--- config.mk ---
export PLATFORM = sky130hd
export DESIGN_NAME = cpu_top
export DESIGN_NICKNAME = d
export VERILOG_FILES = /design/src/rtl/cpu_pkg.sv /design/src/rtl/ctrl_if.sv /design/src/rtl/alu.sv /design/src/rtl/reg_file.sv /design/src/rtl/main_fsm.sv /design/src/rtl/datapath.sv /design/src/rtl/cpu_top.sv
export SDC_FILE = /design/constraint.sdc
export NUM_CORES = 2
export LEC_CHECK = 0
export BUFFER_PORTS_ARGS = -buffer_cell sky130_fd_sc_hd__buf_4
export CAP_MARGIN = 20
export CORE_UTILIZATION = 46
export CTS_BUF_LIST = sky130_fd_sc_hd__clkbuf_4 sky130_fd_sc_hd__clkbuf_8 sky130_fd_sc_hd__clkbuf_16
export DETAILED_ROUTE_END_ITERATION = 6
export PLACE_DENSITY = 0.57
export RECOVER_POWER = 25
export SLEW_MARGIN = 10
export SYNTH_ARGS = -nofsm -noshare
export SYNTH_HDL_FRONTEND = slang
export SYNTH_SLANG_ARGS = --single-unit
--- constraint.sdc ---
create_clock -name clk -period 8.7 [get_ports clk]
set_clock_uncertainty 0.1 [all_clocks]
set_input_delay 2.175 -clock clk [delete_from_list [all_inputs] [get_ports clk]]
set_output_delay 2.175 -clock clk [all_outputs]
set_load 0.1 [all_outputs]
--- src/rtl/cpu_pkg.sv ---
package cpu_pkg;

    // ------------------------------------------------------------
    // Word and instruction field types.
    // ------------------------------------------------------------
    typedef logic [31:0] t_word;
    typedef logic [4:0]  t_reg_addr;
    typedef logic [6:0]  t_opcode;
    typedef logic [2:0]  t_funct3;

    // Class of ALU operation chosen by the control FSM.
    typedef logic [1:0]  t_alu_op;

    // Select for the ALU source and result multiplexers.
    typedef logic [1:0]  t_src_sel;

    // ------------------------------------------------------------
    // Major opcodes.
    // ------------------------------------------------------------
    localparam t_opcode OP_LOAD   = 7'b0000011;
    localparam t_opcode OP_STORE  = 7'b0100011;
    localparam t_opcode OP_ALU    = 7'b0110011;
    localparam t_opcode OP_ALUI   = 7'b0010011;
    localparam t_opcode OP_BRANCH = 7'b1100011;
    localparam t_opcode OP_JAL    = 7'b1101111;
    localparam t_opcode OP_JALR   = 7'b1100111;

endpackage

--- src/rtl/ctrl_if.sv ---
interface ctrl_if import cpu_pkg::*; ();

    // Control levels from the FSM.
    t_alu_op  alu_op;
    t_src_sel result_src;
    t_src_sel alu_src_1;
    t_src_sel alu_src_2;
    logic     mem_addr_src;
    logic     reg_write_en;
    logic     pc_update;
    logic     mem_write_en;
    logic     instr_write_en;
    logic     branch;

    // Instruction fields back from the datapath.
    t_opcode  opcode;
    t_funct3  funct3;
    logic     funct7_5;

    modport fsm (
        output alu_op, result_src, alu_src_1, alu_src_2, mem_addr_src,
               reg_write_en, pc_update, mem_write_en, instr_write_en, branch,
        input  opcode, funct3, funct7_5
    );

    modport dp (
        input  alu_op, result_src, alu_src_1, alu_src_2, mem_addr_src,
               reg_write_en, pc_update, mem_write_en, instr_write_en, branch,
        output opcode, funct3, funct7_5
    );

endinterface

--- src/rtl/alu.sv ---
module alu import cpu_pkg::*; (
    input  t_word   i_src_1,
    input  t_word   i_src_2,
    input  t_alu_op i_alu_op,
    input  t_funct3 i_funct3,
    input  logic    i_funct7_5,
    input  logic    i_op_5,
    output t_word   o_result,
    output logic    o_zero
);

    localparam logic [2:0] ALU_ADD = 3'd0;
    localparam logic [2:0] ALU_SUB = 3'd1;
    localparam logic [2:0] ALU_AND = 3'd2;
    localparam logic [2:0] ALU_OR  = 3'd3;
    localparam logic [2:0] ALU_XOR = 3'd4;
    localparam logic [2:0] ALU_SLT = 3'd5;

    logic [2:0] alu_ctrl;

    // Operation select.
    always_comb begin
        alu_ctrl = ALU_ADD;
        if (i_alu_op == 2'b01) begin
            alu_ctrl = ALU_SUB;
        end else if (i_alu_op == 2'b10) begin
            case (i_funct3)
                3'b000:  alu_ctrl = (i_op_5 && i_funct7_5) ? ALU_SUB : ALU_ADD;
                3'b010:  alu_ctrl = ALU_SLT;
                3'b100:  alu_ctrl = ALU_XOR;
                3'b110:  alu_ctrl = ALU_OR;
                3'b111:  alu_ctrl = ALU_AND;
                default: alu_ctrl = ALU_ADD;
            endcase
        end
    end

    always_comb begin
        case (alu_ctrl)
            ALU_SUB: o_result = i_src_1 - i_src_2;
            ALU_AND: o_result = i_src_1 & i_src_2;
            ALU_OR:  o_result = i_src_1 | i_src_2;
            ALU_XOR: o_result = i_src_1 ^ i_src_2;
            ALU_SLT: o_result = {31'b0, $signed(i_src_1) < $signed(i_src_2)};
            default: o_result = i_src_1 + i_src_2;
        endcase
    end

    assign o_zero = (o_result == '0);

endmodule

--- src/rtl/reg_file.sv ---
module reg_file import cpu_pkg::*; (
    input  logic      clk,
    input  logic      arstn,
    input  t_reg_addr i_rs1,
    input  t_reg_addr i_rs2,
    input  t_reg_addr i_rd,
    input  t_word     i_wdata,
    input  logic      i_we,
    output t_word     o_rdata_1,
    output t_word     o_rdata_2
);

    t_word regs [32];

    // x0 is cleared here and never written, so it always reads zero.
    always_ff @(posedge clk, negedge arstn) begin
        if (!arstn) begin
            for (int i = 0; i < 32; i++) begin
                regs[i] <= '0;
            end
        end else if (i_we && (i_rd != '0)) begin
            regs[i_rd] <= i_wdata;
        end
    end

    // Combinational read ports.
    assign o_rdata_1 = regs[i_rs1];
    assign o_rdata_2 = regs[i_rs2];

endmodule

--- src/rtl/main_fsm.sv ---
module main_fsm import cpu_pkg::*; (
    input logic clk,
    input logic arstn,
    ctrl_if.fsm ctrl
);

    typedef enum logic [3:0] {
        FETCH,
        DECODE,
        MEMADDR,
        MEMREAD,
        MEMWB,
        MEMWRITE,
        EXECUTER,
        EXECUTEI,
        ALUWB,
        JAL,
        BRANCH
    } t_state;

    typedef enum logic [2:0] {
        CLS_LOAD,
        CLS_STORE,
        CLS_ALU_R,
        CLS_ALU_I,
        CLS_BRANCH,
        CLS_JAL,
        CLS_JALR,
        CLS_NOP
    } t_class;

    t_state state;
    t_state next_state;
    t_class instr_class;

    // Instruction class from the major opcode.
    always_comb begin
        case (ctrl.opcode)
            OP_LOAD:   instr_class = CLS_LOAD;
            OP_STORE:  instr_class = CLS_STORE;
            OP_ALU:    instr_class = CLS_ALU_R;
            OP_ALUI:   instr_class = CLS_ALU_I;
            OP_BRANCH: instr_class = CLS_BRANCH;
            OP_JAL:    instr_class = CLS_JAL;
            OP_JALR:   instr_class = CLS_JALR;
            default:   instr_class = CLS_NOP;
        endcase
    end

    // ------------------------------------------------------------
    // State register and next state.
    // ------------------------------------------------------------
    always_ff @(posedge clk, negedge arstn) begin
        if (!arstn) begin
            state <= FETCH;
        end else begin
            state <= next_state;
        end
    end

    always_comb begin
        next_state = FETCH;
        case (state)
            FETCH: next_state = DECODE;
            DECODE: begin
                case (instr_class)
                    CLS_LOAD, CLS_STORE, CLS_JALR: next_state = MEMADDR;
                    CLS_ALU_R:  next_state = EXECUTER;
                    CLS_ALU_I:  next_state = EXECUTEI;
                    CLS_BRANCH: next_state = BRANCH;
                    CLS_JAL:    next_state = JAL;
                    default:    next_state = FETCH;
                endcase
            end
            MEMADDR: begin
                case (instr_class)
                    CLS_LOAD:  next_state = MEMREAD;
                    CLS_STORE: next_state = MEMWRITE;
                    CLS_JALR:  next_state = JAL;
                    default:   next_state = FETCH;
                endcase
            end
            MEMREAD:  next_state = MEMWB;
            EXECUTER: next_state = ALUWB;
            EXECUTEI: next_state = ALUWB;
            JAL:      next_state = ALUWB;
            default:  next_state = FETCH;
        endcase
    end

    // ------------------------------------------------------------
    // Control levels of the present state.
    // ------------------------------------------------------------
    always_comb begin
        ctrl.alu_op         = 2'b00;
        ctrl.result_src     = 2'b00;
        ctrl.alu_src_1      = 2'b00;
        ctrl.alu_src_2      = 2'b00;
        ctrl.mem_addr_src   = 1'b0;
        ctrl.reg_write_en   = 1'b0;
        ctrl.pc_update      = 1'b0;
        ctrl.mem_write_en   = 1'b0;
        ctrl.instr_write_en = 1'b0;
        ctrl.branch         = 1'b0;
        case (state)
            FETCH: begin
                // PC plus 4 goes straight back into the PC.
                ctrl.instr_write_en = 1'b1;
                ctrl.alu_src_2      = 2'b10;
                ctrl.result_src     = 2'b10;
                ctrl.pc_update      = 1'b1;
            end
            DECODE: begin
                // Branch or jump target into ALU-out.
                ctrl.alu_src_1 = 2'b01;
                ctrl.alu_src_2 = 2'b01;
            end
            MEMADDR: begin
                ctrl.alu_src_1 = 2'b10;
                ctrl.alu_src_2 = 2'b01;
            end
            MEMREAD: begin
                ctrl.mem_addr_src = 1'b1;
            end
            MEMWB: begin
                ctrl.result_src   = 2'b01;
                ctrl.reg_write_en = 1'b1;
            end
            MEMWRITE: begin
                ctrl.mem_addr_src = 1'b1;
                ctrl.mem_write_en = 1'b1;
            end
            EXECUTER: begin
                ctrl.alu_src_1 = 2'b10;
                ctrl.alu_op    = 2'b10;
            end
            EXECUTEI: begin
                ctrl.alu_src_1 = 2'b10;
                ctrl.alu_src_2 = 2'b01;
                ctrl.alu_op    = 2'b10;
            end
            ALUWB: begin
                ctrl.reg_write_en = 1'b1;
            end
            JAL: begin
                // Jump to ALU-out while the link value is formed.
                ctrl.alu_src_1 = 2'b01;
                ctrl.alu_src_2 = 2'b10;
                ctrl.pc_update = 1'b1;
            end
            BRANCH: begin
                ctrl.alu_src_1 = 2'b10;
                ctrl.alu_op    = 2'b01;
                ctrl.branch    = 1'b1;
            end
        endcase
    end

endmodule

--- src/rtl/datapath.sv ---
module datapath import cpu_pkg::*; #(
    parameter t_word RESET_PC = '0
) (
    input  logic  clk,
    input  logic  arstn,
    ctrl_if.dp    ctrl,
    input  t_word i_mem_rdata,
    output t_word o_mem_addr,
    output t_word o_mem_wdata,
    output logic  o_mem_we
);

    t_word pc;
    t_word old_pc;
    t_word instr;
    t_word data_reg;
    t_word reg_a;
    t_word reg_b;
    t_word alu_out;
    t_word imm_ext;
    t_word src_1;
    t_word src_2;
    t_word alu_result;
    t_word result;
    t_word rdata_1;
    t_word rdata_2;
    logic  alu_zero;
    logic  pc_write;

    assign ctrl.opcode   = instr[6:0];
    assign ctrl.funct3   = instr[14:12];
    assign ctrl.funct7_5 = instr[30];

    // ------------------------------------------------------------
    // Architectural and internal registers.
    // ------------------------------------------------------------
    assign pc_write = ctrl.pc_update || (ctrl.branch && alu_zero);

    always_ff @(posedge clk, negedge arstn) begin
        if (!arstn) begin
            pc <= RESET_PC;
        end else if (pc_write) begin
            pc <= result;
        end
    end

    always_ff @(posedge clk) begin
        if (ctrl.instr_write_en) begin
            old_pc <= pc;
            instr  <= i_mem_rdata;
        end
        data_reg <= i_mem_rdata;
        reg_a    <= rdata_1;
        reg_b    <= rdata_2;
        alu_out  <= alu_result;
    end

    // Immediate format by opcode.
    always_comb begin
        case (ctrl.opcode)
            OP_STORE:  imm_ext = {{20{instr[31]}}, instr[31:25], instr[11:7]};
            OP_BRANCH: imm_ext = {{20{instr[31]}}, instr[7], instr[30:25], instr[11:8], 1'b0};
            OP_JAL:    imm_ext = {{12{instr[31]}}, instr[19:12], instr[20], instr[30:21], 1'b0};
            default:   imm_ext = {{20{instr[31]}}, instr[31:20]};
        endcase
    end

    // ------------------------------------------------------------
    // Source and result multiplexers.
    // ------------------------------------------------------------
    always_comb begin
        case (ctrl.alu_src_1)
            2'b00:   src_1 = pc;
            2'b01:   src_1 = old_pc;
            default: src_1 = reg_a;
        endcase
        case (ctrl.alu_src_2)
            2'b00:   src_2 = reg_b;
            2'b01:   src_2 = imm_ext;
            default: src_2 = 32'd4;
        endcase
        case (ctrl.result_src)
            2'b00:   result = alu_out;
            2'b01:   result = data_reg;
            default: result = alu_result;
        endcase
    end

    assign o_mem_addr  = ctrl.mem_addr_src ? result : pc;
    assign o_mem_wdata = reg_b;
    assign o_mem_we    = ctrl.mem_write_en;

    reg_file reg_file_inst (
        .clk       (clk),
        .arstn     (arstn),
        .i_rs1     (instr[19:15]),
        .i_rs2     (instr[24:20]),
        .i_rd      (instr[11:7]),
        .i_wdata   (result),
        .i_we      (ctrl.reg_write_en),
        .o_rdata_1 (rdata_1),
        .o_rdata_2 (rdata_2)
    );

    alu alu_inst (
        .i_src_1    (src_1),
        .i_src_2    (src_2),
        .i_alu_op   (ctrl.alu_op),
        .i_funct3   (ctrl.funct3),
        .i_funct7_5 (ctrl.funct7_5),
        .i_op_5     (ctrl.opcode[5]),
        .o_result   (alu_result),
        .o_zero     (alu_zero)
    );

endmodule

--- src/rtl/cpu_top.sv ---
module cpu_top import cpu_pkg::*; #(
    parameter t_word RESET_PC = '0
) (
    input  logic  clk,
    input  logic  arstn,

    // Single word-addressed memory port.
    input  t_word i_mem_rdata,
    output t_word o_mem_addr,
    output t_word o_mem_wdata,
    output logic  o_mem_we
);

    ctrl_if ctrl ();

    // ------------------------------------------------------------
    // Control FSM and shared datapath.
    // ------------------------------------------------------------
    main_fsm main_fsm_inst (
        .clk   (clk),
        .arstn (arstn),
        .ctrl  (ctrl.fsm)
    );

    datapath #(
        .RESET_PC (RESET_PC)
    ) datapath_inst (
        .clk         (clk),
        .arstn       (arstn),
        .ctrl        (ctrl.dp),
        .i_mem_rdata (i_mem_rdata),
        .o_mem_addr  (o_mem_addr),
        .o_mem_wdata (o_mem_wdata),
        .o_mem_we    (o_mem_we)
    );

endmodule

==> out/results.txt <==
status - complete, but fails checks
failing checks - capacitance limit, slew limit
number of clock sinks - 1,252
synthesized area per cell - 11.2 sq um
Yosys top cell area share - 40.5%
core box area - 141,000 sq um
CTS tree - built
# rows - 138
Final Setup Violations - 0
Post-CTS Hold Buffers - 0
Worst slew margin - -281%
I/O Buffers - 98
Seq/Total Area, Yosys - 47.3%
vias in the first global route - 46,700
Final Hold Fails - 0
fmax - 118 MHz
PnR Total Power - 0.0297 W
Pleak - 31.3 nW
share of cells above drive strength 1 - 22.6%
R2R setup slack - 1.38 ns
gate count of the mapped netlist - 5,835
asr flop ratio synth - 84.7%
top post-synthesis cells by count - nand2_1 (1,151), o21ai_0 (1,061), dfrtp_1 (1,060), mux4_2 (640), clkbuf_1 (500)
pin count of the biggest net entering global routing - 171
IO Pins - 99
Clk pwr share - 20.9%
Yosys Warn Count - 0
first-pass GRT wire length - 333 mm
antenna-violating nets left - 0
Finished Cell Area - 73,300 sq um
total CTS buffers - 138
DRC violations left - 0
dpl cells - 7,406
Setup crit start kind - flip-flop
largest cells by area after synthesis - dfrtp_1 (40%), mux4_2 (22%), o21ai_0 (8.1%)
Syn Nets - 5,967
Hold Path Sink - datapath_inst.reg_file_inst.regs[1006]
final worst-path cycle share - 97.6%
CP Capture Type - output pin
Int Power - 0.0160 W
cell taking the most area after synthesis - dfrtp_1
max-cap check violation count - 5
final cell count without fillers - 7,673
worst r2r path cells - 7
Yosys reg bits - 1,252
prevailing post-synth register cell - dfrtp_1
clk root buf - clkbuf_16
grt total ovfl - 0
Hold Startpoint - datapath_inst.reg_file_inst.regs[1006]
Max H-tree Level - 4
global placement routability congestion - 1.03
Initial DRC Count - 5,480
max FFs per register - 1,024
final hold slack - 0.292 ns
Worst-Skew Late Latency - 0.80 ns
Die W - 379 um
Yosys cell types - 95
crit path kind - reg2out
Die H - 379 um
Min-Delay Path Class - reg2reg
CP Max Fanout - 12
number of synthesized flops with an enable pin - 64
Placed Area - 68,400 sq um
fin crit period - 8.49 ns
Comb power frac - 51.3%
RR Endpoint - datapath_inst.reg_a[4]
transition time of the tightest slew-check pin - 5.71 ns
antenna violations before repair - 8
final WL - 228 mm
die area - 144,000 sq um
Crit path required time - 6.43 ns
drt via density - 6.29
post-detail-place hpwl - 140 mm
via count - 48,200
gr usage total - 32.2%
Starting Density - 46.4%
sw frac - 46.3%
Synth-to-Final Area Change - 11.7%
P_sw - 0.0138 W
CP Data Arrival Time - 6.22 ns
WL per Instance - 29.7 um
Worst VDD drop - 0.000391 V
power per cell area - 406 nW/um^2
Mapped Area - 65,600 sq um
Reg-to-Reg Start - datapath_inst.instr[15]
clock slew at reported path FFs - 0.05 ns
setup TNS - 0 ns
Reg with most FFs - datapath_inst.reg_file_inst.regs
RSZ-0062 raised after global routing - false
Max Transition Viols Final - 226
count leader, synth - nand2_1
WHS Path Cells - 0
final net count - 5,797
Sequential Power Share - 27.7%
CTS max path bufs - 3
TritonRoute pass-1 iters - 6
[per-stage QoR]
step	util, %	worst slack, ns
2_1_floorplan	-	0.00209
3_3_place_gp	48.3	0.681
3_5_place_dp	48.3	0.682
4_1_cts	51.8	0.000216
5_1_grt	51.8	0.00918
6_report	51.8	0.209
[worst max-delay path by stage]
stage                           start  slack [ns]  cells past startpoint              to
2_1_floorplan  datapath_inst.instr[4]       0.002                     16  o_mem_addr[19]
3_3_place_gp   main_fsm_inst.state[2]        0.68                     21   o_mem_addr[0]
3_5_place_dp   main_fsm_inst.state[2]        0.68                     23  o_mem_addr[30]
4_1_cts        main_fsm_inst.state[1]      0.0002                     21  o_mem_addr[25]
5_1_grt        datapath_inst.instr[4]       0.009                     21  o_mem_addr[29]
6_report       datapath_inst.instr[5]        0.21                     21  o_mem_addr[25]
[layer usage]
| layer | track usage (%) | wire length, um | vias to the layer above | part of all wire, % |
|---|---|---|---|---|
| li1 | - | - | 21000 | - |
| met1 | 47.1 | 97800 | 24800 | 43 |
| met2 | 47.6 | 102000 | 2056 | 45 |
| met3 | 6.16 | 19500 | 451 | 8.6 |
| met4 | 12.5 | 9130 | 6 | 4.0 |
| met5 | 0 | 43 | - | 0.019 |
[power by group through the flow]
stage               logic, W  registers [W]  clock network (W)
finish                0.0152        0.00824            0.00622
global route          0.0163        0.00839            0.00654
global placement      0.0149        0.00825                  0
detailed placement    0.0149        0.00831                  0
CTS                   0.0150        0.00822            0.00632
floorplan            0.00988        0.00808                  0
[area by class of cell]
class | count | area, sq um
diodes | 4 | 10.0
clock buffers | 211 | 4320
clock inverters | 43 | 538
fillers | 12300 | 68200
inverters | 156 | 587
multi-input cells | 3852 | 32300
flip-flops and latches | 1252 | 31000
well taps | 1890 | 2360
repair buffers | 265 | 2080
[logic make-up (layout without fill, tap and decap cells)]
family | Yosys count | in the layout | share of synthesized area [%]
and+or+nand+nor | 1453 | 1453 | 9.14
muxes | 749 | 749 | 23.8
buffers and inverters | 731 | 675 | 4.25
adders and majority gates | 98 | 98 | 1.89
DFF | 1252 | 1252 | 47.3
other | 0 | 4 | 0
xor gates and xnor gates | 11 | 11 | 0.147
AOI/OAI and AO/OA | 1541 | 1541 | 13.5
[placed cells by master, fill, tap and decap left out, types with 29 or more instances in the layout]
| master | n |
|---|---|
| nor2_1 | 97 |
| o31ai_1 | 42 |
| nor3_1 | 32 |
| clkbuf_4 | 48 |
| a21oi_1 | 108 |
| dfrtp_1 | 1058 |
| o22a_1 | 46 |
| edfxtp_1 | 64 |
| mux2_2 | 65 |
| o21ai_0 | 1032 |
| clkbuf_16 | 147 |
| ha_1 | 96 |
| dfxtp_1 | 128 |
| mux4_2 | 640 |
| buf_4 | 207 |
| clkbuf_1 | 29 |
| o21a_1 | 42 |
| inv_1 | 155 |
| mux2i_1 | 42 |
| nand2_4 | 31 |
| nand2_1 | 1120 |
[critical path, cell delays in order, from the launching register on]
cell       delay (ns)
edfxtp_1         0.52
nand2b_1         0.23
nor3_2           0.07
buf_4            0.19
nor2b_1          0.47
a21o_1           0.17
a22oi_2          0.08
ha_1             0.33
buf_4            0.18
or4_4            0.53
nor3_2           0.15
nand2_1          0.15
or4_4            0.54
o21bai_4         0.25
a21boi_1         0.13
a2111oi_1        0.42
o21ai_0          0.15
nand3_1          0.20
nand2_1          0.10
o221ai_2         0.11
o21ai_1          0.13
buf_4            0.30
[what timing repair did]
item / 4_1_cts / 5_1_grt
gates resized for setup: 4 / 14
endpoints found under the setup margin: 12 / 14
buffers inserted: 0 / 7
No activity file was read; power rests on OpenSTA's default activity.
